**src/mult_pkg.sv**
```systemverilog
//////////////////////////////////////////////////
// shared types for the subword multiplier / MAC
// operator encoding, word and subword types, the
// request bundle from the execute stage and the
// control bundle of the high-word sequencer
// import with a wildcard in the module header
//////////////////////////////////////////////////

package mult_pkg;

  // data word width of the core
  localparam int WORD_W = 32;

  // operator encoding, 4 bits as in the decoder
  typedef enum logic [3:0] {
    MUL_MAC32 = 4'h0,
    MUL_MSU32 = 4'h1,
    MUL_I     = 4'h2,
    MUL_IR    = 4'h3,
    MUL_H     = 4'h4,
    MUL_DOT8  = 4'h5,
    MUL_DOT4  = 4'h6,
    MUL_DOT2  = 4'h7,
    MUL_DOT16 = 4'h8
  } mult_op_e;

  typedef logic [WORD_W-1:0] word_t;
  typedef logic [15:0]       half_t;
  typedef logic [4:0]        imm_t;

  // bit 1: operand b signed, bit 0: operand a signed
  typedef logic [1:0] sign_sel_t;

  // request from the execute stage, 110 bits
  typedef struct packed {
    mult_op_e  operator;
    logic      short_subword;
    sign_sel_t short_signed;
    sign_sel_t dot_signed;
    imm_t      imm;
    word_t     op_a;
    word_t     op_b;
    word_t     op_c;
  } mult_req_t;

  // sequencer overrides for the short datapath, 11 bits
  // subword has one select per operand, bit 0 for a
  typedef struct packed {
    logic      active;
    imm_t      imm;
    logic [1:0] subword;
    sign_sel_t signed_sel;
    logic      shift_arith;
  } mulh_ctl_t;

endpackage

```
**src/mult_short_dp.sv**
```systemverilog
//////////////////////////////////////////////////
// 16x16 subword multiply with accumulate, round
// and right shift; also the shared datapath of
// the high-word multiply, steered by the
// sequencer control bundle while it is active
//////////////////////////////////////////////////

`timescale 1ns/1ps

module mult_short_dp
  import mult_pkg::*;
(
  input  mult_req_t req_i,
  input  logic      round_en_i,
  input  mulh_ctl_t mulh_ctl_i,
  input  logic      carry_i,
  output logic      carry_o,
  output word_t     result_o
);

  // effective controls after the sequencer override
  imm_t        short_imm;
  logic [1:0]  short_subword;
  sign_sel_t   short_signed;
  logic        short_shift_arith;

  half_t       half_a;
  half_t       half_b;
  logic [16:0] op_a_ext;
  logic [16:0] op_b_ext;
  logic [32:0] op_c_ext;
  logic [33:0] short_mul;
  logic [33:0] short_mac;
  word_t       round_tmp;
  word_t       round_val;
  logic        mac_msb1;
  logic        mac_msb0;
  logic [33:0] short_shifted;

  //////////////////////////////////////////////////
  // control select
  //////////////////////////////////////////////////

  assign short_imm         = mulh_ctl_i.active ? mulh_ctl_i.imm         : req_i.imm;
  assign short_subword     = mulh_ctl_i.active ? mulh_ctl_i.subword
                                               : {2{req_i.short_subword}};
  assign short_signed      = mulh_ctl_i.active ? mulh_ctl_i.signed_sel  : req_i.short_signed;
  // b can only be signed when a is, so a's sign decides the shift
  assign short_shift_arith = mulh_ctl_i.active ? mulh_ctl_i.shift_arith
                                               : req_i.short_signed[0];

  //////////////////////////////////////////////////
  // operands
  //////////////////////////////////////////////////

  // half select per operand
  assign half_a = short_subword[0] ? req_i.op_a[31:16] : req_i.op_a[15:0];
  assign half_b = short_subword[1] ? req_i.op_b[31:16] : req_i.op_b[15:0];

  // 17-bit operands, msb is zero for unsigned halves
  assign op_a_ext = {short_signed[0] & half_a[15], half_a};
  assign op_b_ext = {short_signed[1] & half_b[15], half_b};

  // high-word steps extend the accumulator with the stored carry
  assign op_c_ext = mulh_ctl_i.active ? {carry_i, req_i.op_c}
                                      : {req_i.op_c[31], req_i.op_c};

  // half an lsb at the shift position, zero when imm is zero
  assign round_tmp = word_t'(1) << req_i.imm;
  assign round_val = round_en_i ? {1'b0, round_tmp[31:1]} : '0;

  //////////////////////////////////////////////////
  // multiply, add, shift
  //////////////////////////////////////////////////

  assign short_mul = $signed(op_a_ext) * $signed(op_b_ext);
  assign short_mac = {op_c_ext[32], op_c_ext} + short_mul + {2'b00, round_val};

  // the 34-bit sum is only meaningful during the high-word steps
  assign mac_msb1 = mulh_ctl_i.active ? short_mac[33] : short_mac[31];
  assign mac_msb0 = mulh_ctl_i.active ? short_mac[32] : short_mac[31];

  assign short_shifted = $signed({short_shift_arith & mac_msb1,
                                  short_shift_arith & mac_msb0,
                                  short_mac[31:0]}) >>> short_imm;

  assign result_o = short_shifted[31:0];

  // carry out of the low word, saved by the sequencer in step 1
  assign carry_o = short_mac[32];

endmodule

```
**config.mk**
```make
export PLATFORM = sky130hd
export DESIGN_NAME = mult_short_dp
export DESIGN_NICKNAME = d
export VERILOG_FILES = /design/src/mult_pkg.sv /design/src/mult_short_dp.sv
export SDC_FILE = /design/constraint.sdc
export NUM_CORES = 1
export LEC_CHECK = 0
export ABC_AREA = 1
export BUFFER_PORTS_ARGS = -buffer_cell sky130_fd_sc_hd__buf_4
export CAP_MARGIN = 5
export CORE_MARGIN = 5
export CORE_UTILIZATION = 55
export DETAILED_ROUTE_END_ITERATION = 6
export PLACE_DENSITY = 0.75
export SYNTH_ARGS = -nofsm -noshare
export SYNTH_HDL_FRONTEND = slang
export SYNTH_SLANG_ARGS = --single-unit
```
**constraint.sdc**
```tcl
create_clock -name vclk -period 10
set_input_delay 0 -clock vclk [all_inputs]
set_output_delay 0 -clock vclk [all_outputs]
set_load 0.01 [all_outputs]
```
==> results.md <==
* Status: finished clean
* IO Count at 156
* Max Freq at 114.9 MHz
* Mapped Nets at 2,769
* Row Count at 62
* Setup-failing EPs final at 0
* Hold buffers post-CTS at 0
* Antenna Cells at 0
* Hpwl dp at 40,710 um
* Setup crit start kind: input port
* Layout area overhead at 9.848%
* Tmin final at 8.704 ns
* Drt drc at 0
* Post-CTS setup buffers at 0
* Worst slew pin tran at 1.015 ns
* Syn Std Cell Area at 15,980 um^2
* Clock buffer count at 0
* Net count, final at 2,892
* CP Capture Type: output pin
* Leading area contributor after synthesis: fa_1
* Final hold viol count at 0
* Core area at 28,700 um^2
* Post-Synthesis Cells at 2,170
* CP Max Fanout at 25
* Critical path class: input port to output pin
* ANT nets after route at 0
* First-pass GRT wire length at 77,200 um
* Max incr delay on CP at 0.60 ns
* Warnings, synthesis at 0
* Hold WC Path Type: input port to output pin
* Most frequent cells after synthesis: nand2_1, inv_1, fa_1
* Most common cell on crit path: nand2_1
* Die height at 180.5 um
* Maxcap violations at 0
* CP startpoint: mulh_ctl_i[10]
* Data arrival, critical path at 8.70 ns
* # resized after CTS at 0
* Fin Setup TNS at 0 ns
* FILL cells at 2,677
* Number of global-route vias before repair at 15,260
* Most numerous cell in the Yosys netlist: nand2_1
* First DRT Iteration DRCs at 1,153
* Die width at 180.5 um
* Routed vias at 14,360
* End of the critical path: result_o[28]
* FFs & Latches at 0
* Area of the multi-input gates at 13,790 um^2
* DR vias/cell at 5.370
* Post-synthesis sequential area ratio at 0%
* Register Area at 0 um^2
* Final Max Slew Viols at 0
* Synth top area share at 46.22%
* Total GRT Usage at 29.12%
* PortBufs at 150
* Effective utilization at floorplan at 55.68%
* Syn_area_per_cell at 7.365 um^2
* Rel. slew slack at 32.28%
* Yosys cell types at 41
* Antenna violations before repair at 0
* WL final at 46,210 um
* Final period utilization at 87.04%
* Largest net degree at the start of global routing at 41
* GPL Wtd Cong at 0.9426
* Routed length per instance at 17.27 um
* Pre-Repair DR Iteration Count at 5
* Slowest stage cell on the critical path: nor2_1
* Share of cells above drive strength 1 at 11.31%
* Die ar. at 32,570 um^2
* Pre-CTS setup slack at 1.455 ns
* RSZ-0062 raised after global routing: no
* Setup ws final at 1.296 ns
* CP Data Required Time at 10.00 ns
* Ranking of synthesized cells by area: fa_1, nand2_1, inv_1
* Grt total ovfl at 0
==> worst min path at each step <==
stage | from | to | cells after the start
after global routing | mulh_ctl_i[9] | result_o[9] | 7
after global placement | mulh_ctl_i[9] | result_o[14] | 7
final | mulh_ctl_i[9] | result_o[13] | 7
after floorplan | mulh_ctl_i[9] | result_o[12] | 5
after CTS | mulh_ctl_i[9] | result_o[13] | 7
after detailed placement | mulh_ctl_i[9] | result_o[13] | 7
==> cells by family (layout without fill, tap and decap cells) <==
kind of cell	count (synthesis)	in the layout	share of synthesized area (%)
compound gates	126	126	4.768
xor+xnor	22	22	1.206
fa+ha+maj	476	476	54.60
buf+inv	576	697	13.80
mux	1	1	0.06263
simple gates	969	969	25.57
==> through the flow <==
stage,cells,area [um^2],util [%],hold slack (ns)
4_1_cts,2675,17560,61.17,0.6520
5_1_grt,2675,17560,61.17,0.7236
3_5_place_dp,2675,17560,61.17,0.6494
3_3_place_gp,2675,17560,61.17,0.6562
2_1_floorplan,2170,15980,-,0.3469
6_report,2675,17560,61.17,0.6558
==> worst max-delay path, delay by kind of cell <==
| family | cells | cell delay [ns] |
|---|---|---|
| adders and majority gates | 8 | 3.81 |
| and+or+nand+nor | 18 | 2.90 |
| buffers and inverters | 9 | 1.44 |
| AOI/OAI and AO/OA | 2 | 0.54 |
==> area by class of cell <==
cell class | instances | share of cell area [%]
inverter | 518 | 11.09
timing repair buffer | 179 | 7.654
tap | 384 | 2.737
multi-input combinational | 1594 | 78.52
==> cells in the final DEF, fill, tap and decap left out, drive strengths merged, types with 2 or more instances in the layout <==
| cell | n |
|---|---|
| ha | 107 |
| or2 | 5 |
| o211ai | 8 |
| inv | 505 |
| xnor2 | 12 |
| nand3b | 3 |
| a21oi | 31 |
| o21ai | 79 |
| nor2 | 218 |
| buf | 179 |
| nand2 | 538 |
| clkinv | 13 |
| and2 | 2 |
| and3 | 2 |
| nand3 | 175 |
| fa | 369 |
| xor2 | 10 |
| o21bai | 4 |
| nor3 | 19 |
| o22ai | 2 |
| nand4 | 6 |
==> layer usage <==
metal | vias up | track usage (%) | routed length, um
met5 | - | 0 | 0
met4 | 0 | 8.651 | 1724
met3 | 109 | 5.026 | 3969
met2 | 649 | 47.96 | 21490
met1 | 6946 | 39.87 | 19020
li1 | 6660 | - | -
Power is left out: the tool's default activity adds up to more than one toggle a clock period on the data nets, which glitch-free logic cannot reach.
