## src/mult_pkg.sv

```systemverilog
//////////////////////////////////////////////////
// shared types for the subword multiplier / MAC
// operator encoding, word and subword types, the
// request bundle from the execute stage and the
// control bundle of the high-word sequencer
// import with a wildcard in the module header
//////////////////////////////////////////////////

package mult_pkg;

  // data word width of the core
  localparam int WORD_W = 32;

  // operator encoding, 4 bits as in the decoder
  typedef enum logic [3:0] {
    MUL_MAC32 = 4'h0,
    MUL_MSU32 = 4'h1,
    MUL_I     = 4'h2,
    MUL_IR    = 4'h3,
    MUL_H     = 4'h4,
    MUL_DOT8  = 4'h5,
    MUL_DOT4  = 4'h6,
    MUL_DOT2  = 4'h7,
    MUL_DOT16 = 4'h8
  } mult_op_e;

  typedef logic [WORD_W-1:0] word_t;
  typedef logic [15:0]       half_t;
  typedef logic [4:0]        imm_t;

  // bit 1: operand b signed, bit 0: operand a signed
  typedef logic [1:0] sign_sel_t;

  // request from the execute stage, 110 bits
  typedef struct packed {
    mult_op_e  operator;
    logic      short_subword;
    sign_sel_t short_signed;
    sign_sel_t dot_signed;
    imm_t      imm;
    word_t     op_a;
    word_t     op_b;
    word_t     op_c;
  } mult_req_t;

  // sequencer overrides for the short datapath, 11 bits
  // subword has one select per operand, bit 0 for a
  typedef struct packed {
    logic      active;
    imm_t      imm;
    logic [1:0] subword;
    sign_sel_t signed_sel;
    logic      shift_arith;
  } mulh_ctl_t;

endpackage

```

## src/mult_int_mac.sv

```systemverilog
//////////////////////////////////////////////////
// 32x32 multiply-accumulate / multiply-subtract
// purely combinational, low 32 bits of the result
//////////////////////////////////////////////////

`timescale 1ns/1ps

module mult_int_mac
  import mult_pkg::*;
(
  input  word_t a_i,
  input  word_t b_i,
  input  word_t c_i,
  input  logic  msu_i,
  output word_t result_o
);

  word_t a_msu;
  word_t b_msu;

  // c - a*b = c + (~a + 1)*b = c + ~a*b + b
  // so the one multiplier covers both forms
  assign a_msu = a_i ^ {WORD_W{msu_i}};

  // extra b term only for the subtract
  assign b_msu = b_i & {WORD_W{msu_i}};

  // everything wraps at 32 bits, sign does not matter for the low word
  assign result_o = c_i + b_msu + a_msu * b_i;

endmodule

```

## config.mk

```make
export PLATFORM = sky130hd
export DESIGN_NAME = mult_int_mac
export DESIGN_NICKNAME = d
export VERILOG_FILES = /design/src/mult_pkg.sv /design/src/mult_int_mac.sv
export SDC_FILE = /design/constraint.sdc
export NUM_CORES = 1
export LEC_CHECK = 0
export BUFFER_PORTS_ARGS = -buffer_cell sky130_fd_sc_hd__buf_2
export CAP_MARGIN = 20
export CORE_UTILIZATION = 45
export DETAILED_ROUTE_END_ITERATION = 16
export MAX_ROUTING_LAYER = met4
export PLACE_DENSITY = 0.58
export SLEW_MARGIN = 20
export SYNTH_ARGS = -nofsm -noshare
export SYNTH_HDL_FRONTEND = slang
export SYNTH_SLANG_ARGS = --single-unit
```

## constraint.sdc

```tcl
create_clock -name vclk -period 23.5
set_input_delay 3.525 -clock vclk [all_inputs]
set_output_delay 3.525 -clock vclk [all_outputs]
set_load 0.005 [all_outputs]
```

==> results of run 1 <==
Yosys cell counts, drive strengths merged (2+ instances only):
library cell and count:
inv 536, nor2 18, fa 467, nand3 2
and3 2, or3 2, and2 298, clkbuf 90
a21oi 21, mux2i 2, a21o 15, nand2 270
xnor2 75, nand2b 3, a221oi 2, o211ai 6
nor3 3, and4 2, xor2 43, o21a 7
nor2b 5, o21bai 5, ha 133, buf 6
a211oi 4, o21ai 18, a21boi 2
how the worst min path moves through the flow:
stage / start / to / slack [ns] / cells after the start
final: c_i[0] / result_o[0] / 7.49 / 4
after global routing: c_i[0] / result_o[0] / 7.53 / 4
after CTS: c_i[0] / result_o[0] / 7.50 / 4
after detailed placement: c_i[0] / result_o[0] / 7.50 / 4
after global placement: c_i[0] / result_o[0] / 7.47 / 4
after floorplan: c_i[0] / result_o[0] / 7.29 / 2
routing by layer:
layer | track usage [%] | vias to the layer above | wire, um
met4 | 7.922 | 0 | 1856
met2 | 43.78 | 389 | 24260
met3 | 2.892 | 93 | 2745
met5 | - | - | 0
li1 | - | 5927 | -
met1 | 34.54 | 6860 | 21490
layout make-up:
class              count  share of cell area [%]
diodes                 1                 0.01290
well taps            525                   3.386
inverters            536                   10.37
repair buffers       151                   4.192
multi-input cells   1421                   82.04
cells by family (layout without fill, tap and decap cells):
family | after synthesis | after routing
AOI/OAI and AO/OA | 92 | 92
xor gates and xnor gates | 118 | 118
adders and majority gates | 600 | 600
buffers and inverters | 632 | 687
muxes | 3 | 3
other | 0 | 1
and+or+nand+nor | 608 | 608
per-stage QoR:
stage / utilization [%] / worst slack, ns / instances
final: 48.61 / 7.483 / 2634
after detailed placement: 48.60 / 7.530 / 2633
after floorplan: - / 9.718 / 2053
after CTS: 48.60 / 7.487 / 2633
after global placement: 48.60 / 7.732 / 2633
after global routing: 48.61 / 6.918 / 2634
worst max-delay path: stages:
cell	delay, ns
buf_4	0.38
buf_4	0.68
xor2_4	0.91
nand2_1	0.19
fa_1	0.45
fa_1	0.52
fa_1	0.52
inv_1	0.05
fa_1	0.44
ha_1	0.29
ha_1	0.29
inv_1	0.07
fa_1	0.43
fa_1	0.49
inv_1	0.04
ha_1	0.37
and4_1	0.24
o211ai_1	0.09
o21bai_1	0.23
a21oi_1	0.47
o2111ai_1	0.35
a21oi_1	0.51
o21ai_0	0.22
a21oi_1	0.38
xnor2_1	0.18
buf_2	0.15
==> flow_summary_export.csv, run 1 <==
group,metric,value,unit
floorplanning,die-area,41450,um^2
final_layout,num-nets-final,2807,
timing,finalCritPeriodShare,68.16,%
yosys,syn-instance-count,2053,
detailed_routing,drc,0,
detailed_routing,firstDrtPassIters,5,
timing,maxSlewViolCount,0,
placed_design,gp_congestion,0.8697,
detailed_routing,route.detailed.wl_per_inst,19.12,um
worst_setup_path,critPathCaptureType,"primary output",
timing,holdWs,7.488,ns
final_layout,final_common_cell,"inv_1",
yosys,synthSimpleGateAreaFrac,16.86,%
min_path,hp-class,"in2out",
placed_design,placed_area,19400,um^2
yosys,seq_area_frac_synth,0,%
floorplanning,fp-row-count,73,
job,drv_cap,0,
yosys,synthMuxAreaShare,0.1711,%
timing,fmax,0.06243,GHz
worst_setup_path,path_max_fanout,38,
yosys,synth_xor_area_share,6.206,%
final_layout,flops_and_latches,0,
placed_design,io_buffers,129,
detailed_routing,dr_total_vias,13270,
floorplanning,die_h,203.6,um
timing,rsz0062_at_grt,"no",
yosys,synth_top_area_cell,"fa_1",
grt,grt_pass1_vias,14830,
final_layout,final_cell_area,19400,um^2
run_status,status,"finished clean",
grt,grt_use_total,26.55,%
timing,setup_viol,0,
clocking,cts_setup_buffers,0,
final_layout,drive_gt1_share,8.017,%
floorplanning,initial_core_util,45.81,%
placed_design,place_hpwl,40.07,mm
yosys,synth_fa_ha_area_share,60.23,%
grt,grt_max_degree,39,
yosys,synth_top_area_share,51.13,%
timing,tns,0,ns
worst_setup_path,crit_type,"in2out",
yosys,postSynthAreaPerCell,8.907,um^2
yosys,synth_warnings,0,
worst_setup_path,crit_arrival,12.49,ns
timing,fin_crit,16.02,ns
final_layout,layout_common_cells,"inv_1 (536), fa_1 (467), and2_1 (298)",
final_layout,nFillCells,3929,
worst_setup_path,critPathLaunch,"msu_i",
detailed_routing,ant_nets,0,
grt,grt_pass1_wl,81.36,mm
yosys,synth_top_family_by_area,"adder cells",
yosys,syn-num-nets,2750,
worst_setup_path,startpoint_type,"input port",
final_layout,clkbuf_count,0,
yosys,synth_compound_area_share,3.353,%
detailed_routing,dr.first_iter.drc_count,697,
final_layout,multiInputGateArea,15920,um^2
yosys,ys_top_cells_by_area,"fa_1 (51%), inv_1 (11%), and2_1 (10%), ha_1 (9.1%), nand2_1 (5.5%)",
timing,slew_headroom,27.80,%
floorplanning,core,39910,um^2
final_layout,seq_area,0,um^2
grt,overflow,0,
detailed_routing,via_per_inst,5.038,
clocking,cts_resized,0,
yosys,synth_cell_type_count,49,
worst_setup_path,required,19.98,ns
clocking,ctsHoldBuffers,0,
final_layout,areaGrowthSynthToFinish,6.096,%
detailed_routing,wirelength,50.35,mm
yosys,syn-cell-area,18290,um^2
grt,antenna_found_initial,1,
timing,final-hold-violation-count,0,
floorplanning,io_pins,129,
floorplanning,die_w,203.6,um
timing,tightest_slew,1.081,ns
worst_setup_path,endpoint,"result_o[31]",
Power of run 1 is left out: the tool's default activity adds up to more than one toggle a clock period on the data nets, which glitch-free logic cannot reach.
==> run 2: changes to the inputs <==
- PLACE_DENSITY: 0.58 -> 0.61
- clock period: 23.5 -> 14 ns (I/O delays scaled with it)
==> run 2 against run 1 <==
Against the previous run:
- non-clock buffer count down 1
- sequential share of layout area is the same
- highest routed layer unchanged
- critical path type unchanged
- cell count unchanged
- largest cell class unchanged
- core utilization is essentially flat
- routed wire length is 1.3% higher
==> flow_summary_export.csv, run 2 (same netlist as run 1, synthesis figures left out) <==
group,metric,value,unit
grt,antenna_found_initial,1,
detailed_routing,dr_total_vias,13350,
floorplanning,io_pins,129,
final_layout,clkbuf_count,0,
detailed_routing,firstDrtPassIters,7,
grt,overflow,0,
final_layout,drive_gt1_share,8.068,%
job,drv_cap,0,
floorplanning,core,39910,um^2
worst_setup_path,required,11.90,ns
timing,finalCritPeriodShare,92.08,%
timing,tns,0,ns
placed_design,placed_area,19390,um^2
detailed_routing,via_per_inst,5.068,
final_layout,final_common_cell,"inv_1",
min_path,hp-class,"in2out",
floorplanning,die-area,41450,um^2
placed_design,gp_congestion,0.8669,
clocking,ctsHoldBuffers,0,
clocking,cts_setup_buffers,0,
floorplanning,die_h,203.6,um
timing,rsz0062_at_grt,"no",
final_layout,areaGrowthSynthToFinish,6.090,%
detailed_routing,drc,0,
timing,slew_headroom,25.78,%
floorplanning,fp-row-count,73,
grt,grt_use_total,27.01,%
final_layout,nFillCells,3851,
clocking,cts_resized,0,
placed_design,place_ws,1.045,ns
worst_setup_path,crit_arrival,10.79,ns
timing,maxSlewViolCount,0,
worst_setup_path,path_max_fanout,42,
detailed_routing,route.detailed.wl_per_inst,19.37,um
grt,grt_max_degree,43,
final_layout,num-nets-final,2806,
detailed_routing,wirelength,51.02,mm
floorplanning,die_w,203.6,um
detailed_routing,ant_nets,0,
timing,fin_crit,12.89,ns
final_layout,flops_and_latches,0,
run_status,status,"finished clean",
timing,tightest_slew,1.112,ns
final_layout,seq_area,0,um^2
worst_setup_path,crit_type,"in2out",
final_layout,final_cell_area,19400,um^2
timing,setup_viol,0,
placed_design,place_hpwl,41.21,mm
timing,final-hold-violation-count,0,
grt,grt_pass1_vias,15120,
timing,fmax,0.07757,GHz
timing,setup_slack,1.109,ns
floorplanning,initial_core_util,45.81,%
grt,grt_pass1_wl,82.75,mm
detailed_routing,dr.first_iter.drc_count,781,
worst_setup_path,startpoint_type,"input port",
placed_design,io_buffers,129,
timing,holdWs,4.628,ns
worst_setup_path,critPathCaptureType,"primary output",
final_layout,layout_common_cells,"inv_1 (536), fa_1 (467), and2_1 (298)",
-- run 2: cell count changes in the layout (fill, tap and decap cells not counted) --
cell	previous run	this run
xor2_4	2	1
buf_4	23	22
xor2_1	27	25
xor2_2	14	17
diode_2	1	2
-- run 2: critical path, cell delays in order --
cell and delay, ns:
buf_4 0.66, buf_4 0.48, xor2_2 0.75, buf_4 0.43
and2_1 0.18, ha_1 0.16, fa_1 0.41, ha_1 0.30
inv_1 0.07, fa_1 0.40, inv_1 0.07, ha_1 0.13
inv_1 0.04, fa_1 0.47, inv_1 0.06, fa_1 0.55
fa_1 0.41, ha_1 0.39, and4_1 0.25, o211ai_1 0.09
o21bai_1 0.21, a21oi_1 0.51, o2111ai_1 0.31, a21oi_1 0.49
o21ai_0 0.29, a21oi_1 0.23, xnor2_1 0.13, buf_2 0.13
-- run 2: cell type report --
class	count	area [um^2]	share of cell area (%)
antenna	2	5.005	0.02580
inverter	536	2012	10.37
multi-input combinational	1421	15920	82.06
tap	525	656.9	3.386
timing repair buffer	150	805.8	4.153
-- run 2: routing by layer --
layer	global-route usage [%]	wire, um	vias up
met5	-	0	-
met4	5.585	1185	0
met3	3.659	3239	81
met2	45.45	24890	441
met1	34.85	21710	6913
li1	-	-	5915
-- run 2: path summary, 6_finish.rpt --
| kind | from | end | slack (ns) | cells past startpoint |
|---|---|---|---|---|
| min | c_i[0] | result_o[0] | 4.63 | 4 |
| max | msu_i | result_o[31] | 1.11 | 28 |
-- run 2: through the flow --
stage	util, %	cells
finish	48.60	2634
global placement	48.57	2632
global route	48.60	2633
floorplan	-	2053
detailed placement	48.57	2632
CTS	48.57	2632
