`config.mk`:
```
export PLATFORM = sky130hd
export DESIGN_NAME = mult_dot_lanes
export DESIGN_NICKNAME = d
export VERILOG_FILES = /design/src/mult_pkg.sv /design/src/mult_dot_lanes.sv
export SDC_FILE = /design/constraint.sdc
export NUM_CORES = 1
export LEC_CHECK = 0
export BUFFER_PORTS_ARGS = -buffer_cell sky130_fd_sc_hd__clkbuf_2
export CAP_MARGIN = 10
export CORE_ASPECT_RATIO = 1.25
export CORE_MARGIN = 5
export CORE_UTILIZATION = 60
export DETAILED_ROUTE_END_ITERATION = 7
export GPL_ROUTABILITY_DRIVEN = 0
export GPL_TIMING_DRIVEN = 0
export PLACE_DENSITY = 0.85
export SKIP_LAST_GASP = 1
export SLEW_MARGIN = 20
export SYNTH_ARGS = -nofsm -noshare
export SYNTH_HDL_FRONTEND = slang
export SYNTH_SLANG_ARGS = --single-unit
```
`constraint.sdc`:
```
create_clock -name vclk -period 15.6
set_input_delay 1.56 -clock vclk [all_inputs]
set_output_delay 1.56 -clock vclk [all_outputs]
set_load 0.005 [all_outputs]
```
`src/mult_pkg.sv`:
```
//////////////////////////////////////////////////
// shared types for the subword multiplier / MAC
// operator encoding, word and subword types, the
// request bundle from the execute stage and the
// control bundle of the high-word sequencer
// import with a wildcard in the module header
//////////////////////////////////////////////////

package mult_pkg;

  // data word width of the core
  localparam int WORD_W = 32;

  // operator encoding, 4 bits as in the decoder
  typedef enum logic [3:0] {
    MUL_MAC32 = 4'h0,
    MUL_MSU32 = 4'h1,
    MUL_I     = 4'h2,
    MUL_IR    = 4'h3,
    MUL_H     = 4'h4,
    MUL_DOT8  = 4'h5,
    MUL_DOT4  = 4'h6,
    MUL_DOT2  = 4'h7,
    MUL_DOT16 = 4'h8
  } mult_op_e;

  typedef logic [WORD_W-1:0] word_t;
  typedef logic [15:0]       half_t;
  typedef logic [4:0]        imm_t;

  // bit 1: operand b signed, bit 0: operand a signed
  typedef logic [1:0] sign_sel_t;

  // request from the execute stage, 110 bits
  typedef struct packed {
    mult_op_e  operator;
    logic      short_subword;
    sign_sel_t short_signed;
    sign_sel_t dot_signed;
    imm_t      imm;
    word_t     op_a;
    word_t     op_b;
    word_t     op_c;
  } mult_req_t;

  // sequencer overrides for the short datapath, 11 bits
  // subword has one select per operand, bit 0 for a
  typedef struct packed {
    logic      active;
    imm_t      imm;
    logic [1:0] subword;
    sign_sel_t signed_sel;
    logic      shift_arith;
  } mulh_ctl_t;

endpackage

```
`src/mult_dot_lanes.sv`:
```
//////////////////////////////////////////////////
// dot product over equal-width lanes of two words
// plus accumulator, low 32 bits kept
// ELEM_W sets the lane width: 2, 4, 8 or 16
//////////////////////////////////////////////////

`timescale 1ns/1ps

module mult_dot_lanes
  import mult_pkg::*;
#(
  parameter int ELEM_W = 8
) (
  input  word_t     a_i,
  input  word_t     b_i,
  input  word_t     c_i,
  input  sign_sel_t signed_i,
  output word_t     sum_o
);

  localparam int N_LANES = WORD_W / ELEM_W;

  // one extra bit per lane for the sign extension
  logic  [N_LANES-1:0][ELEM_W:0] lane_a;
  logic  [N_LANES-1:0][ELEM_W:0] lane_b;
  // products kept at word width, the sum wraps anyway
  word_t [N_LANES-1:0]           lane_prod;

  for (genvar i = 0; i < N_LANES; i++) begin : g_lane
    // msb of each lane is its sign when the operand is signed
    assign lane_a[i] = {signed_i[0] & a_i[i*ELEM_W+ELEM_W-1], a_i[i*ELEM_W +: ELEM_W]};
    assign lane_b[i] = {signed_i[1] & b_i[i*ELEM_W+ELEM_W-1], b_i[i*ELEM_W +: ELEM_W]};

    // operands get sign-extended to 32 bits before the multiply
    assign lane_prod[i] = $signed(lane_a[i]) * $signed(lane_b[i]);
  end

  // adder tree left to synthesis
  always_comb begin
    sum_o = c_i;
    for (int i = 0; i < N_LANES; i++) begin
      sum_o = sum_o + lane_prod[i];
    end
  end

endmodule

```
==> qor.csv, run 1 <==
stage,metric,value,unit
status,status,finished clean,
routing,drc,0,
routing,post_drt_wl_per_cell,15.6,um
die,initial_core_util,60.8,%
clocking,cts_resized,0,
die,dieHeight,191,um
worst_setup_path,worstPathMaxFanout,11,
job,cap_violations,0,
logic_synthesis,yosysMostFrequentCell,inv_1,
logic_synthesis,syn_area_per_cell,9.04,um^2
grt,grt_pass1_vias,13000,
layout,diodes,0,
logic_synthesis,yosys-top-cells-area,"fa_1, ha_1, inv_1",
routing,via_per_inst,5.48,
die,die_area,29600,um^2
layout,clkbuf_count,0,
die,ioPinCount,130,
sta,hold_ws,3.79,ns
grt,gr-usage-met3,2.42,%
logic_synthesis,syn_nets,2398,
die,row_count,66,
clocking,holdBufCountCts,0,
logic_synthesis,ys_warn_count,0,
logic_synthesis,synth_seq_area_share,0,%
sta,post-route-period-util,87.0,%
grt,grt_use_total,23.8,%
place,dpl_worst_slack,2.14,ns
sta,slew_headroom,21.4,%
layout,nets,2492,
worst_setup_path,cp.required,14.04,ns
logic_synthesis,yosysTopAreaCell,fa_1,
grt,met2_usage,43.8,%
layout,syn_to_final_growth,5.71,%
grt,busiest_layer,met2,
hold_path,hold_class,in -> out,
grt,grt_pass1_wl,58200,um
routing,routed_wirelength,33900,um
worst_setup_path,cpMostUsedCell,fa_1,
worst_setup_path,cp_slowest_cell,xnor2_1,
worst_setup_path,cp-end-kind,output port,
worst_setup_path,critical_path_class,in -> out,
place,dp_hpwl,30900,um
grt,antenna_found_initial,4,
sta,fin_ws,2.03,ns
worst_setup_path,max_stage_delay,0.93,ns
routing,drtPass1Iterations,5,
sta,rsz0062_at_grt,no,
layout,final_layout_size_suffix_gt1_share,6.97,%
sta,tightest_slew,1.17,ns
grt,use_met1,28.1,%
routing,drt_iter0_drc,554,
worst_setup_path,startpoint,signed_i[0],
sta,fin_crit,13.57,ns
worst_setup_path,arrival,12.01,ns
hold_path,min_from,c_i[31],
sta,fmax,73.7,MHz
layout,seq_cell_count,0,
logic_synthesis,ys_types,47,
layout,regArea,0,um^2
routing,ant_nets,0,
grt,grt_max_degree,13,
die,coreArea,25900,um^2
logic_synthesis,synthCells,1744,
sta,hold_viol_final,0,
logic_synthesis,yosysTopAreaCellShare,47.3,%
routing,vias,11900,
grt,overflow,0,
clocking,postCtsSetupRepairBufs,0,
sta,setup_viol,0,
logic_synthesis,netlist_area,15800,um^2
sta,maxSlewViolCount,0,
layout,n_fill_cell,2092,
logic_synthesis,synthTopCellsByCount,"inv_1, fa_1, ha_1",
place,io_buffers,91,
sta,setup_tns,0,ns
die,die_w,155,um
worst_setup_path,worstSetupStartpointType,input pin,
==> layout make-up <==
cell class / instances / area (um^2) / share of cell area [%]
plain buffers: 47 / 176 / 1.06
well taps: 340 / 425 / 2.55
repair buffers: 92 / 467 / 2.80
inverters: 430 / 1610 / 9.69
multi-input cells: 1267 / 14000 / 83.9
==> layout by cell type, fill, tap and decap left out, types with 5 or more instances in the layout <==
master / n
nor3_1: 16
o21ai_0: 27
nand3_1: 21
or2_2: 21
nor4_1: 6
a21o_1: 17
nand2b_1: 10
clkbuf_1: 47
and3_1: 16
clkbuf_2: 91
and2_1: 120
ha_1: 184
nand2_1: 173
nor2_1: 53
xor2_1: 18
xnor2_1: 78
o21a_1: 17
nor2b_1: 13
inv_1: 430
o21bai_1: 5
o31a_1: 8
a21oi_1: 49
fa_1: 372
==> metal layers <==
layer,routed length (um),vias to the layer above,part of all wire (%)
met4,1820,8,5.4
met3,1870,106,5.5
li1,-,5416,-
met2,17900,405,53
met5,56,-,0.17
met1,12200,5999,36
==> critical path, delay by kind of cell <==
kind	cells	cell delay (ns)
adder cells (fa/ha/maj)	9	4.32
buffers and inverters	8	2.10
XOR/XNOR	2	1.26
AND/OR/NAND/NOR	4	0.73
AO/OA/AOI/OAI	11	2.01
==> cells by family after synthesis <==
logic type                 count (synthesis)  share of synthesized area (%)
AOI/OAI and AO/OA                        153                           6.61
xor gates and xnor gates                 100                           5.78
and+or+nand+nor                          458                           14.4
buffers and inverters                    477                           11.4
adders and majority gates                556                           61.9
==> through the flow <==
stage	cell area (um^2)	instances	utilization, %
after floorplan	15800	1744	-
after global placement	16600	2175	64.2
after detailed placement	16700	2176	64.2
after CTS	16700	2176	64.2
after global routing	16700	2176	64.2
final	16700	2176	64.2
==> worst paths after layout <==
kind        end  slack, ns  depth (start not counted)
min   sum_o[31]       3.79                          6
max   sum_o[31]       2.03                         34
Power of run 1 is left out: the tool's default activity adds up to more than one toggle a clock period on the data nets, which glitch-free logic cannot reach.
==> run 2, diff against run 1 <==
ABC_AREA = 1   (was default)
==> qor.csv, run 2 <==
stage,metric,value,unit
status,status,finished clean,
grt,antenna_found_initial,0,
logic_synthesis,synthTopCellsByCount,"inv_1, nand2_1, fa_1",
worst_setup_path,cp.required,14.04,ns
routing,post_drt_wl_per_cell,14.9,um
layout,multi_input_area,14000,um^2
worst_setup_path,worstPathMaxFanout,13,
routing,drt_iter0_drc,989,
worst_setup_path,cpMostUsedCell,fa_1,
layout,clkbuf_count,0,
die,row_count,68,
layout,syn_to_final_growth,4.64,%
logic_synthesis,syn_area_per_cell,7.78,um^2
routing,routed_wirelength,37800,um
logic_synthesis,ys_warn_count,0,
clocking,cts_resized,0,
die,dieHeight,196,um
grt,busiest_layer,met2,
logic_synthesis,yosys-top-cells-area,"fa_1, inv_1, ha_1",
sta,setup_tns,0,ns
clocking,postCtsSetupRepairBufs,0,
layout,nets,2849,
grt,grt_max_degree,14,
logic_synthesis,syn_nets,2781,
grt,met2_usage,44.8,%
sta,post-route-period-util,76.7,%
die,coreArea,27400,um^2
grt,gr-usage-met3,2.14,%
die,die_w,159,um
routing,vias,13500,
logic_synthesis,yosysMostFrequentCell,inv_1,
layout,most-common-layout-cells,"inv_1, nand2_1, fa_1, ha_1, nor2_1",
logic_synthesis,post_synth_fa_ha_maj_area_fraction,58.9,%
logic_synthesis,synth_seq_area_share,0,%
worst_setup_path,critical_path_class,in -> out,
logic_synthesis,synth_compound_gate_area_share,4.68,%
layout,final_layout_size_suffix_gt1_share,4.97,%
sta,fmax,83.6,MHz
logic_synthesis,yosysTopAreaCellShare,45.0,%
place,io_buffers,66,
layout,n_fill_cell,2268,
worst_setup_path,arrival,10.40,ns
grt,grt_pass1_vias,14300,
worst_setup_path,worstSetupStartpointType,input pin,
worst_setup_path,cp_slowest_cell,nand2_1,
layout,final_common_cell,inv_1,
grt,grt_pass1_wl,64200,um
layout,seq_cell_count,0,
worst_setup_path,max_stage_delay,0.61,ns
place,dp_hpwl,34300,um
logic_synthesis,synth_top_family_by_area,adder cells,
routing,via_per_inst,5.29,
worst_setup_path,cp-end-kind,output port,
layout,diodes,0,
sta,setup_viol,0,
sta,slew_headroom,45.8,%
grt,use_met1,31.1,%
routing,drc,0,
routing,drtPass1Iterations,5,
hold_path,hold_path_end,sum_o[31],
clocking,holdBufCountCts,0,
logic_synthesis,synth_xor_area_share,4.50,%
sta,hold_viol_final,0,
hold_path,min_from,c_i[31],
hold_path,holdPathStages,7,
grt,overflow,0,
die,die_area,31000,um^2
sta,rsz0062_at_grt,no,
job,cap_violations,0,
die,ioPinCount,130,
sta,fin_crit,11.96,ns
routing,ant_nets,0,
logic_synthesis,ys_types,40,
logic_synthesis,synth-simple-area-share,16.3,%
layout,regArea,0,um^2
grt,grt_use_total,25.0,%
die,initial_core_util,60.4,%
layout,final_util,63.2,%
logic_synthesis,synthCells,2127,
sta,maxSlewViolCount,0,
logic_synthesis,synthMuxAreaShare,0,%
logic_synthesis,netlist_area,16600,um^2
sta,tightest_slew,0.811,ns
logic_synthesis,yosysTopAreaCell,fa_1,
hold_path,hold_class,in -> out,
worst_setup_path,startpoint,b_i[15],
==> run 2: worst max-delay path by stage <==
stage	endpoint	slack [ns]
final	sum_o[26]	3.64
after global routing	sum_o[31]	3.06
after CTS	sum_o[26]	3.66
after detailed placement	sum_o[26]	3.67
after global placement	sum_o[26]	3.94
after floorplan	sum_o[31]	4.93
==> run 2: cell type report <==
type | count | share of cell area [%]
multi-input cells | 1438 | 80.6
inverters | 624 | 13.5
well taps | 350 | 2.53
repair buffers | 66 | 1.91
plain buffers | 65 | 1.43
==> run 2: cell families after synthesis <==
logic type,count (synthesis)
AOI/OAI and AO/OA,134
xor gates and xnor gates,85
adders and majority gates,556
buffers and inverters,689
and+or+nand+nor,663
==> run 2: metrics by stage <==
| step | hold WS [ns] | worst slack [ns] | cell area, um^2 | instances |
|---|---|---|---|---|
| 2_1_floorplan | 3.49 | 4.93 | 16600 | 2127 |
| 5_1_grt | 3.79 | 3.06 | 17300 | 2543 |
| 4_1_cts | 3.71 | 3.66 | 17300 | 2543 |
| 3_5_place_dp | 3.71 | 3.67 | 17300 | 2543 |
| 3_3_place_gp | 3.71 | 3.94 | 17300 | 2543 |
| 6_report | 3.71 | 3.64 | 17300 | 2543 |
==> run 2: routing by layer <==
metal  routed length [um]  share of wire (%)  vias to the layer above
met3                 2280                6.0                      109
met4                 1880                5.0                        0
li1                     -                  -                     6281
met2                19700                 52                      492
met5                    0                  0                        -
met1                14000                 37                     6575
==> run 2: worst max-delay path: cells and delay by family <==
family / cells / cell delay, ns
AOI/OAI and AO/OA: 2 / 0.41
xor gates and xnor gates: 1 / 0.23
buffers and inverters: 6 / 0.78
and+or+nand+nor: 14 / 2.66
adders and majority gates: 10 / 4.74
Power of run 2 is left out for the same reason.
