File: config.mk
export PLATFORM = sky130hd
export DESIGN_NAME = mult_mulh_seq
export DESIGN_NICKNAME = d
export VERILOG_FILES = /design/src/mult_pkg.sv /design/src/mult_mulh_seq.sv
export SDC_FILE = /design/constraint.sdc
export NUM_CORES = 1
export LEC_CHECK = 0
export ABC_AREA = 1
export BUFFER_PORTS_ARGS = -buffer_cell sky130_fd_sc_hd__buf_2
export CORE_AREA = 8 8 45 47
export DETAILED_ROUTE_END_ITERATION = 8
export DIE_AREA = 0 0 53 55
export PLACE_DENSITY = 0.59
export SYNTH_ARGS = -nofsm -noshare
export SYNTH_HDL_FRONTEND = slang
export SYNTH_SLANG_ARGS = --single-unit
File: constraint.sdc
create_clock -name clk -period 1.3 [get_ports clk]
set_clock_uncertainty 0.1 [all_clocks]
set_input_delay 0.13 -clock clk [delete_from_list [all_inputs] [get_ports clk]]
set_output_delay 0.13 -clock clk [all_outputs]
set_load 0.02 [all_outputs]
File: src/mult_pkg.sv
//////////////////////////////////////////////////
// shared types for the subword multiplier / MAC
// operator encoding, word and subword types, the
// request bundle from the execute stage and the
// control bundle of the high-word sequencer
// import with a wildcard in the module header
//////////////////////////////////////////////////

package mult_pkg;

  // data word width of the core
  localparam int WORD_W = 32;

  // operator encoding, 4 bits as in the decoder
  typedef enum logic [3:0] {
    MUL_MAC32 = 4'h0,
    MUL_MSU32 = 4'h1,
    MUL_I     = 4'h2,
    MUL_IR    = 4'h3,
    MUL_H     = 4'h4,
    MUL_DOT8  = 4'h5,
    MUL_DOT4  = 4'h6,
    MUL_DOT2  = 4'h7,
    MUL_DOT16 = 4'h8
  } mult_op_e;

  typedef logic [WORD_W-1:0] word_t;
  typedef logic [15:0]       half_t;
  typedef logic [4:0]        imm_t;

  // bit 1: operand b signed, bit 0: operand a signed
  typedef logic [1:0] sign_sel_t;

  // request from the execute stage, 110 bits
  typedef struct packed {
    mult_op_e  operator;
    logic      short_subword;
    sign_sel_t short_signed;
    sign_sel_t dot_signed;
    imm_t      imm;
    word_t     op_a;
    word_t     op_b;
    word_t     op_c;
  } mult_req_t;

  // sequencer overrides for the short datapath, 11 bits
  // subword has one select per operand, bit 0 for a
  typedef struct packed {
    logic      active;
    imm_t      imm;
    logic [1:0] subword;
    sign_sel_t signed_sel;
    logic      shift_arith;
  } mulh_ctl_t;

endpackage

File: src/mult_mulh_seq.sv
//////////////////////////////////////////////////
// sequencer of the multicycle high-word multiply
// walks four partial products through the 16-bit
// datapath and keeps the carry between steps
// accept: idle and start_i high at a rising edge
//////////////////////////////////////////////////

`timescale 1ns/1ps

module mult_mulh_seq
  import mult_pkg::*;
(
  input  logic      clk,
  input  logic      rst_n,
  input  logic      start_i,
  input  logic      ex_ready_i,
  input  sign_sel_t short_signed_i,
  input  logic      mac_carry_i,
  output mulh_ctl_t ctl_o,
  output logic      carry_o,
  output logic      ready_o,
  output logic      multicycle_o
);

  typedef enum logic [2:0] {
    IDLE,
    STEP0,
    STEP1,
    STEP2,
    FINISH
  } seq_state_e;

  seq_state_e state_q;
  seq_state_e state_d;
  logic       carry_q;
  logic       carry_save;
  logic       carry_clear;

  //////////////////////////////////////////////////
  // next state and datapath control
  //////////////////////////////////////////////////

  always_comb begin
    state_d        = state_q;
    ctl_o          = '0;
    ctl_o.active   = 1'b1;
    carry_save     = 1'b0;
    carry_clear    = 1'b0;
    ready_o        = 1'b0;
    multicycle_o   = 1'b0;

    case (state_q)
      IDLE: begin
        ctl_o.active = 1'b0;
        ready_o      = 1'b1;
        if (start_i) begin
          ready_o = 1'b0;
          state_d = STEP0;
        end
      end

      // al*bl, unsigned, never carries
      STEP0: begin
        multicycle_o = 1'b1;
        ctl_o.imm    = imm_t'(16);
        state_d      = STEP1;
      end

      // al*bh, signed only if b is, 33-bit sum so keep the carry
      STEP1: begin
        multicycle_o      = 1'b1;
        ctl_o.signed_sel  = {short_signed_i[1], 1'b0};
        ctl_o.subword     = 2'b10;
        ctl_o.shift_arith = 1'b1;
        carry_save        = 1'b1;
        state_d           = STEP2;
      end

      // ah*bl, signed only if a is
      // bits 33:32 get shifted back in, so the carry is dropped
      STEP2: begin
        multicycle_o      = 1'b1;
        ctl_o.signed_sel  = {1'b0, short_signed_i[0]};
        ctl_o.subword     = 2'b01;
        ctl_o.imm         = imm_t'(16);
        ctl_o.shift_arith = 1'b1;
        carry_save        = 1'b1;
        carry_clear       = 1'b1;
        state_d           = FINISH;
      end

      // ah*bh with the requested signedness gives the high word
      FINISH: begin
        ctl_o.signed_sel = short_signed_i;
        ctl_o.subword    = 2'b11;
        ready_o          = 1'b1;
        // hold until the pipeline takes the result
        if (ex_ready_i) begin
          state_d = IDLE;
        end
      end

      default: begin
        state_d = IDLE;
      end
    endcase
  end

  //////////////////////////////////////////////////
  // state and carry registers
  //////////////////////////////////////////////////

  always_ff @(posedge clk or negedge rst_n) begin
    if (!rst_n) begin
      state_q <= IDLE;
      carry_q <= 1'b0;
    end else begin
      state_q <= state_d;
      if (carry_save) begin
        carry_q <= ~carry_clear & mac_carry_i;
      end else if (ex_ready_i) begin
        // next instruction must start without a stale carry
        carry_q <= 1'b0;
      end
    end
  end

  assign carry_o = carry_q;

  // accepted op runs through the three steps back to back into finish
  assert property (@(posedge clk) disable iff (!rst_n)
    (state_q == IDLE && start_i) |=> (state_q == STEP0) ##1 (state_q == STEP1)
                                     ##1 (state_q == STEP2) ##1 (state_q == FINISH));

  // a busy unit never reports a valid result
  assert property (@(posedge clk) disable iff (!rst_n)
    !(multicycle_o && ready_o));

endmodule

==> impl_results.md, run 1 <==
- Mapped cell area: 287 um2
- Hold path start: ex_ready_i
- Inserted Diodes: 0
- Kind of critical path: register to output port
- Drt total wl: between 700 and 800 um
- Synth top area share: 34.9%
- Largest net degree at the start of global routing: 7
- Critical path startpoint category: register
- Die area: 2920 um2
- CTS tree: built
- R2r setup slk: 160 ps
- Worst vdd ir: roughly 1100 uV
- Cell leakage power: ~0.27 nW
- Hold path endpoint: state_q[2]$_DFFE_PN0P_
- All-Layer GR Usage: 5.86%
- Unrepaired setup endpoints after global routing: true
- Final ANT Viol Nets: 0
- Power density over the cells: 2860 nW/um2
- Pins Over Slew Limit: 0
- CP max stage cell: dfrtp_2
- Max_cap viols: 0
- Initial antenna violation count: 0
- Sum of negative setup slack: -503 ps
- Register area share after synthesis: 34.9%
- Wire per inst: 10.3 um
- Initial DRT Pass Iterations: 2
- Worst path arrival time: 1180 ps
- Critical path peak fanout: 4
- Pre-CTS setup slack: between 20 and 30 ps
- Final setup viols: 7
- Top post-synthesis cells by count: buf_4, inv_1, nand2_1, dfrtp_1, nor2_2
- # H-tree levels: 1
- Worst R2R Start: state_q[1]$_DFFE_PN0P_
- Largest family of logic cells by synthesized area: simple AND/OR/NAND/NOR gates
- CTS clk-pin slew, worst paths: 40 ps
- Tcrit/Tclk final: 109%
- Violated checks: setup timing
- Root buffer cell: clkbuf_4
- Final core occ: a little over a third
- Compound-gate portion of the synthesized area: 15.7%
- Status: finished with violations
- Main synth FF type: dfrtp_1
- Slowest Stage Delay on Critical Path: 450 ps
- Fill cells: 153
- Chip height: 55 um
- Hold depth: 2
- EDFF count, synth: 0
- FFs w/ async S/R, synth: 100%
- Final hold viol count: 0
- Cts bufs inserted: 3
- Crit-path cells: nor2_4 > nand2_2 > a21oi_2 > buf_6
- Finished Layout Cells: 76
- Synth Area in Adders: 0%
- Clock buffer depth: 2
- Fin nets: 69
- CP bufs+invs: 1
- Slack of the critical path: -112 ps
- Synthesis-to-layout area growth: 70.3%
- Initial Util: 20.7%
- RR Endpoint: state_q[2]$_DFFE_PN0P_
- Mux share of post-synthesis cell area: 0%
- Num Clock Sinks: 4
- Port Buffer Count: 16
- Delay-heaviest family, CP: flip-flops
- Yosys reg bits: 4
- Mapped Cells: 37
- Worst hold path type: input port to register
- 1st-iter DRT viols: 1
- Xor/xnor share of the synthesized area: 0%
- Horiz. Die Dim: roughly 53 um
- Mean Syn Cell Area: 7.74 um2
- Placed insts: 67
- RePlAce Congestion: 0.705
- Global-route wire length before repair: approximately 1200 um
- DRC Markers: 0
- Critical path origin: state_q[0]$_DFFE_PN0P_
- Simple logic cell fraction of the synthesized area: 27.1%
- Clk_lat worst skew: 230 ps
- Top cells by area, synth: dfrtp_1, buf_4, inv_1, nand2_1, nor2_2
- Via count: 293
- Share of cells above drive strength 1: about 62%
- Reg2Reg Depth: 4
- Vias in the first global route: 307
- CP endpoint kind: output port
- Post-synth cell types: 16
- Vias/cell: 3.86
- Core ar.: 1380 um2
- Data required, critical path: 1070 ps
- Cell taking the most area after synthesis: dfrtp_1
- Achievable clock frequency: 0.708 GHz
- Num ports: 21
- Tmin final: 1410 ps
- # rows: 14
- Total grt overflow: 0
- Synth Warn #: 0
- DP HPWL: 635 um
## layout by cell type (no fill, tap or decap), types with 3 or more instances in the layout
cell      Yosys  final
buf_6         0      4
buf_2         0     10
buf_4         5      7
clkbuf_4      0      3
inv_1         5      5
nor2_4        0      3
nand2_1       5      5
dfrtp_2       0      3
conb_1        1      4
## metal layers
metal  global-route usage, %  part of all wire [%]  wire, um  vias up
met4                    5.17                     0         0        0
met2                    11.3                    57       442       10
met1                    4.59                    32       247      129
li1                        -                     -         -      154
met3                    1.87                    12        91        0
met5                       0                     0         0        -
## flip-flops by register name, summed over array words and instances, names as in the netlist
signal   flops
state_q      3
carry_o      1
## worst max-delay path by stage
stage,slack (ps),to,depth (start not counted)
4_1_cts,-120,ctl_o[2],4
3_3_place_gp,50,ctl_o[1],4
2_1_floorplan,50,ready_o,3
3_5_place_dp,30,ctl_o[2],4
5_1_grt,-180,ctl_o[2],4
6_report,-110,ctl_o[2],4
## kinds of logic (layout without fill, tap and decap cells)
logic type / count (synthesis) / after routing
other: 1 / 4
flip-flops: 4 / 4
AND/OR/NAND/NOR: 15 / 15
AO/OA/AOI/OAI: 6 / 6
buffers and inverters: 11 / 31
## per-stage QoR
step	total power [W]	cell area [um2]	hold WS, ps
2_1_floorplan	0.000795	302	-266
3_3_place_gp	0.000985	364	-163
3_5_place_dp	0.000989	364	-162
4_1_cts	0.00138	472	0.0840
5_1_grt	0.00151	488	11.2
6_report	0.00140	488	8.49
## final cells by class
cell class | count | area, um2 | share of cell area (%)
Clock buffer | 3 | 22.5 | 4.62
Multi-Input combinational cell | 25 | 161 | 33.1
Timing Repair Buffer | 22 | 158 | 32.3
Inverter | 6 | 22.5 | 4.62
Sequential cell | 4 | 104 | 21.3
Tap cell | 16 | 20.0 | 4.10
## where the power goes
part           switching [W]  internal, W
logic               0.000540     0.000430
registers          0.0000881     0.000190
clock network      0.0000450     0.000103
total               0.000673     0.000723
## repair_timing
action                     CTS  global route
pin swaps                    1             0
buffers inserted             4             1
resized for setup           14             3
gates cloned                 0             0
hold endpoints to repair     4             0
setup endpoints to repair    8             8
hold buffers                 1             0
No activity file was read; power rests on OpenSTA's default activity.
==> run 2: changes to the inputs <==
--- a/config.mk
+++ b/config.mk
@@ -6,11 +6,10 @@
 export NUM_CORES = 1
 export LEC_CHECK = 0
 export ABC_AREA = 1
-export BUFFER_PORTS_ARGS = -buffer_cell sky130_fd_sc_hd__buf_2
 export CORE_AREA = 8 8 45 47
 export DETAILED_ROUTE_END_ITERATION = 8
 export DIE_AREA = 0 0 53 55
-export PLACE_DENSITY = 0.59
+export DONT_BUFFER_PORTS = 1
 export SYNTH_ARGS = -nofsm -noshare
 export SYNTH_HDL_FRONTEND = slang
 export SYNTH_SLANG_ARGS = --single-unit
==> constraint.sdc (replaced) <==
create_clock -name clk -period 1.58 [get_ports clk]
set_clock_uncertainty 0.1 [all_clocks]
set_input_delay 0.158 -clock clk [delete_from_list [all_inputs] [get_ports clk]]
set_output_delay 0.158 -clock clk [all_outputs]
set_load 0.02 [all_outputs]
==> impl_results.md, run 2 (same netlist as run 1, synthesis figures left out) <==
- Initial antenna violation count: 0 (unchanged)
- All-Layer GR Usage: 5.09% (was 5.86%)
- Critical path origin: state_q[0]$_DFFE_PN0P_ (unchanged)
- Global-route wire length before repair: 1040 um (was 1200 um)
- RePlAce Congestion: 0.705 (unchanged)
- CP endpoint kind: output port (unchanged)
- Core ar.: 1380 um2 (unchanged)
- Drt total wl: 732 um (was 781 um)
- Finished Layout Cells: 60 (was 76)
- Port Buffer Count: 0 (was 16)
- Initial Util: 20.7% (unchanged)
- Slack of the critical path: 73.5 ps (was -112 ps)
- Total grt overflow: 0 (unchanged)
- Placed Area: 295 um2 (was 364 um2)
- Worst path arrival time: 1250 ps (was 1180 ps)
- Worst vdd ir: 753 uV (was 1050 uV)
- 1st-iter DRT viols: 0 (was 1)
- Status: complete, no violations (was finished with violations)
- CTS tree: built (unchanged)
- R2r setup slk: 450 ps (was 160 ps)
- Final hold viol count: 0 (unchanged)
- Post-CTS Setup Bufs: 0 (was 4)
- Fill cells: 169 (was 153)
- Worst R2R Start: state_q[0]$_DFFE_PN0P_ (was state_q[1]$_DFFE_PN0P_)
- Most frequent cells in the layout: nand2_1, inv_1, conb_1, dfrtp_1, dlygate4sd3_1 (was buf_2, buf_4, nand2_1, inv_1)
- Critical path startpoint category: register (unchanged)
- Inserted Diodes: 0 (unchanged)
- Cell leakage power: 0.201 nW (was 0.274 nW)
- Data required, critical path: 1320 ps (was 1070 ps)
- Final ANT Viol Nets: 0 (unchanged)
- Tmin final: 1510 ps
- Vias in the first global route: 255 (was 307)
- Reg2Reg Depth: 3 (was 4)
- Root buffer cell: clkbuf_4 (unchanged)
- Kind of critical path: register to output port (unchanged)
- Fin nets: 53 (was 69)
- Worst hold path type: input port to register (unchanged)
- Design area: 383 um2 (was 488 um2)
- Sum of negative setup slack: 0 ps (was -503 ps)
- Final setup viols: 0 (was 7)
- Vias/cell: 4.05 (was 3.86)
- Power density over the cells: 2310 nW/um2 (was 2860 nW/um2)
- Pins Over Slew Limit: 0 (unchanged)
- DRC Markers: 0 (unchanged)
- Via count: 243 (was 293)
- Pre-CTS setup slack: 286 ps (was 28.6 ps)
- Wire per inst: 12.2 um (was 10.3 um)
- Critical path peak fanout: 6 (was 4)
- # H-tree levels: 1 (unchanged)
- Tcrit/Tclk final: 95.3%
- Final core occ: 27.7% (was 35.3%)
- Max_cap viols: 0 (unchanged)
- CTS clk-pin slew, worst paths: 30 ps (was 40 ps)
- Most flops, register: state_q (unchanged)
- Share of cells above drive strength 1: 31.8% (was 61.7%)
- Clk_lat worst skew: 230 ps (about the same)
- Chip height: 55 um (unchanged)
- Max reg flops: 3 (unchanged)
- Num ports: 21 (unchanged)
- Cts bufs inserted: 3 (unchanged)
- CP endpoint: ready_o (was ctl_o[2])
- Hold depth: 3 (was 2)
- Synthesis-to-layout area growth: 33.6% (was 70.3%)
- Die area: 2920 um2 (unchanged)
- Num Clock Sinks: 4 (unchanged)
- Largest net degree at the start of global routing: 7 (unchanged)
- Achievable clock frequency: around 0.66 GHz
- DP HPWL: 636 um (was 635 um)
- Unrepaired setup endpoints after global routing: false (was true)
- Horiz. Die Dim: 53 um (unchanged)
- Clock buffer depth: 2 (unchanged)
- # rows: 14 (unchanged)
- Placed insts: 53 (was 67)
- Initial DRT Pass Iterations: 1 (was 2)
- RR Endpoint: state_q[1]$_DFFE_PN0P_ (was state_q[2]$_DFFE_PN0P_)
-- run 2: changes by cell type in the layout (fill, tap and decap cells not counted), sizes merged --
cell / before / now
buf: 21 / 2
dlygate4sd3: 1 / 4
-- run 2: area by class of cell --
type                    count  area [um2]  share of cell area (%)
multi-input cells          25         163                    42.5
flip-flops and latches      4         100                    26.1
repair buffers              6        55.1                    14.4
clock buffers               3        22.5                    5.88
inverters                   6        22.5                    5.88
well taps                  16        20.0                    5.23
-- run 2: worst min-delay path by stage --
| stage | startpoint | to | slack, ps |
|---|---|---|---|
| after floorplan | rst_n | carry_o$_DFFE_PN0P_ | -240 |
| after global routing | ex_ready_i | carry_o$_DFFE_PN0P_ | 40 |
| final | ex_ready_i | carry_o$_DFFE_PN0P_ | 10 |
| after CTS | ex_ready_i | carry_o$_DFFE_PN0P_ | 7 |
| after global placement | rst_n | state_q[0]$_DFFE_PN0P_ | -240 |
| after detailed placement | rst_n | state_q[0]$_DFFE_PN0P_ | -240 |
-- run 2: critical path: stages (launching register included) --
cell	delay, ps
dfrtp_1	440
nor2_2	210
nand2_4	110
o21ai_1	100
buf_4	160
-- run 2: routing by layer --
layer | track usage, % | vias up | share of wire (%)
met5 | 0 | - | 0
met4 | 3.88 | 0 | 0
met3 | 3.74 | 0 | 14
met2 | 8.59 | 10 | 55
met1 | 3.97 | 114 | 31
li1 | - | 119 | -
-- run 2: power breakdown --
part	internal, W	total, W	switching, W
Sequential	0.000149	0.000242	0.0000922
Combinational	0.000156	0.000524	0.000368
Clock	0.0000845	0.000119	0.0000349
-- run 2: timing repair --
| action | CTS | global route |
|---|---|---|
| hold endpoints to repair | 7 | 0 |
| hold buffers | 4 | 0 |
| endpoints found under the setup margin | 0 | 2 |
| resized for setup | 0 | 4 |
-- run 2: stage by stage --
stage	total power, W	hold slack (ps)
after global routing	0.000963	36.2
after CTS	0.000858	7.23
after global placement	0.000723	-237
after floorplan	0.000648	-238
final	0.000885	9.77
after detailed placement	0.000722	-237
==> run 3: changes to the inputs <==
--- a/config.mk
+++ b/config.mk
@@ -6,10 +6,13 @@
 export NUM_CORES = 1
 export LEC_CHECK = 0
 export ABC_AREA = 1
+export CELL_PAD_IN_SITES_DETAIL_PLACEMENT = 1
+export CELL_PAD_IN_SITES_GLOBAL_PLACEMENT = 2
 export CORE_AREA = 8 8 45 47
 export DETAILED_ROUTE_END_ITERATION = 8
 export DIE_AREA = 0 0 53 55
 export DONT_BUFFER_PORTS = 1
+export PLACE_DENSITY_LB_ADDON = 0.1
 export SYNTH_ARGS = -nofsm -noshare
 export SYNTH_HDL_FRONTEND = slang
 export SYNTH_SLANG_ARGS = --single-unit
==> impl_results.md, run 3 (same netlist as run 1, synthesis figures left out) <==
- Critical path peak fanout: 6 (unchanged)
- # H-tree levels: 1 (unchanged)
- Global-route wire length before repair: 1170 um (was 1040 um)
- 1st-iter DRT viols: 3 (was 0)
- Share of cells above drive strength 1: 34.1% (was 31.8%)
- Worst hold path type: input port to register (unchanged)
- Inserted Diodes: 0 (unchanged)
- DRC Markers: 0 (unchanged)
- Final ANT Viol Nets: 0 (unchanged)
- Port Buffer Count: 0 (unchanged)
- Cts bufs inserted: 3 (unchanged)
- Sw Ratio: 56.4% (was 56.0%)
- Max reg flops: 3 (unchanged)
- Num Clock Sinks: 4 (unchanged)
- Most frequent cells in the layout: nand2_1, inv_1, conb_1, dlygate4sd3_1 (was nand2_1, inv_1, conb_1, dfrtp_1, dlygate4sd3_1)
- Most flops, register: state_q (unchanged)
- R2r setup slk: 410 ps (was 450 ps)
- Unrepaired setup endpoints after global routing: false (unchanged)
- Critical path startpoint category: register (unchanged)
- Synthesis-to-layout area growth: 35.8% (was 33.6%)
- CP endpoint kind: output port (unchanged)
- Tmin final: 1480 ps (was 1510 ps)
- Initial antenna violation count: 0 (unchanged)
- Largest net degree at the start of global routing: 7 (unchanged)
- Via count: 247 (was 243)
- Final setup viols: 0 (unchanged)
- Sw Pwr: 0.000514 W (was 0.000495 W)
- Achievable clock frequency: 0.677 GHz (was 0.664 GHz)
- Placed insts: 53 (unchanged)
- CTS clk-pin slew, worst paths: 40 ps (was 30 ps)
- Core ar.: 1380 um2 (unchanged)
- Finished Layout Cells: 60 (unchanged)
- Initial Util: 20.7% (unchanged)
- Status: complete, no violations (unchanged)
- Root buffer cell: clkbuf_4 (unchanged)
- Wire per inst: 13.2 um (was 12.2 um)
- Vias/cell: 4.12 (was 4.05)
- Combinational Power Share: 58.2% (was 59.2%)
- Fin Hold WS: 16.0 ps (was 9.77 ps)
- Drt total wl: 792 um (was 732 um)
- Kind of critical path: register to output port (unchanged)
- Power density over the cells: 2340 nW/um2 (was 2310 nW/um2)
- Data required, critical path: 1320 ps (about the same)
- Sum of negative setup slack: 0 ps (unchanged)
- Horiz. Die Dim: 53 um (unchanged)
- Clk_lat worst skew: 230 ps (about the same)
- Int Power: 0.000397 W (was 0.000390 W)
- # rows: 14 (unchanged)
- All-Layer GR Usage: 5.70% (was 5.09%)
- Cell leakage power: 0.200 nW (was 0.201 nW)
- Worst path arrival time: 1220 ps (was 1250 ps)
- RePlAce Congestion: 0.719 (was 0.705)
- DP HPWL: 638 um (was 636 um)
- Fin nets: 53 (unchanged)
- Total grt overflow: 0 (unchanged)
- Post-CTS Setup Bufs: 0 (unchanged)
- Final hold viol count: 0 (unchanged)
- CTS tree: built (unchanged)
- Num ports: 21 (unchanged)
- Initial DRT Pass Iterations: 4 (was 1)
- Clock power share: 13.5% (about the same)
- Max_cap viols: 0 (unchanged)
- Worst vdd ir: 715 uV (was 753 uV)
- Tcrit/Tclk final: 93.5% (was 95.3%)
- Chip height: 55 um (unchanged)
- Die area: 2920 um2 (unchanged)
- Vias in the first global route: 265 (was 255)
- Pins Over Slew Limit: 0 (unchanged)
- Clock buffer depth: 2 (unchanged)
- Flop pwr share: 28.3% (was 27.3%)
-- run 3: cell types whose count changed in the layout (fill, tap and decap cells not counted) --
cell | previous run | this run
dfrtp_2 | 0 | 1
dfrtp_1 | 4 | 3
nor2_2 | 2 | 1
nor2_4 | 1 | 2
-- run 3: area by class of cell --
type	count	area [um2]
Tap cell	16	20.0
Fill cell	174	995
Multi-Input combinational cell	25	168
Inverter	6	22.5
Clock buffer	3	22.5
Timing Repair Buffer	6	55.1
Sequential cell	4	101
-- run 3: critical path, cell delays in order (launching register included) --
cell     delay [ps]
dfrtp_1         470
nor2_4          180
nand2_4         100
o21ai_1          90
buf_4           150
-- run 3: repair_timing --
item / CTS / global route
resized for setup: 0 / 6
hold buffers: 4 / 0
setup endpoints to repair: 0 / 3
hold endpoints to repair: 7 / 0
-- run 3: stage by stage --
| stage | power [W] | utilization [%] | worst slack (ps) | instance area [um2] |
|---|---|---|---|---|
| after floorplan | 0.000648 | - | 212 | 298 |
| after global placement | 0.000725 | 21.3 | 270 | 295 |
| after detailed placement | 0.000731 | 21.3 | 269 | 295 |
| after CTS | 0.000870 | 25.9 | 13.8 | 358 |
| after global routing | 0.000988 | 28.1 | 7.31 | 389 |
| final | 0.000911 | 28.1 | 102 | 389 |
-- run 3: metal layers --
layer	routed length [um]	GRT usage, %	vias to the layer above
met2	437	9.57	11
met4	0	5.17	0
met5	0	0	-
li1	-	-	120
met1	268	5.20	116
met3	86	2.41	0
-- run 3: final timing paths --
path	from	to	cells after the start
min in group asynchronous	rst_n	state_q[0]$_DFFE_PN0P_	1
max reg2reg	state_q[1]$_DFFE_PN0P_	state_q[1]$_DFFE_PN0P_	3
max in group asynchronous	rst_n	state_q[2]$_DFFE_PN0P_	1
max	state_q[1]$_DFFE_PN0P_	ready_o	4
min	ex_ready_i	carry_o$_DFFE_PN0P_	3
min reg2reg	state_q[2]$_DFFE_PN0P_	carry_o$_DFFE_PN0P_	3
-- run 3: power groups by stage --
| stage | Combinational, W | Clock, W | Sequential [W] |
|---|---|---|---|
| after CTS | 0.000502 | 0.000130 | 0.000239 |
| after detailed placement | 0.000491 | 0 | 0.000240 |
| after global routing | 0.000589 | 0.000136 | 0.000263 |
| after global placement | 0.000489 | 0 | 0.000237 |
| after floorplan | 0.000426 | 0 | 0.000222 |
| final | 0.000531 | 0.000123 | 0.000258 |
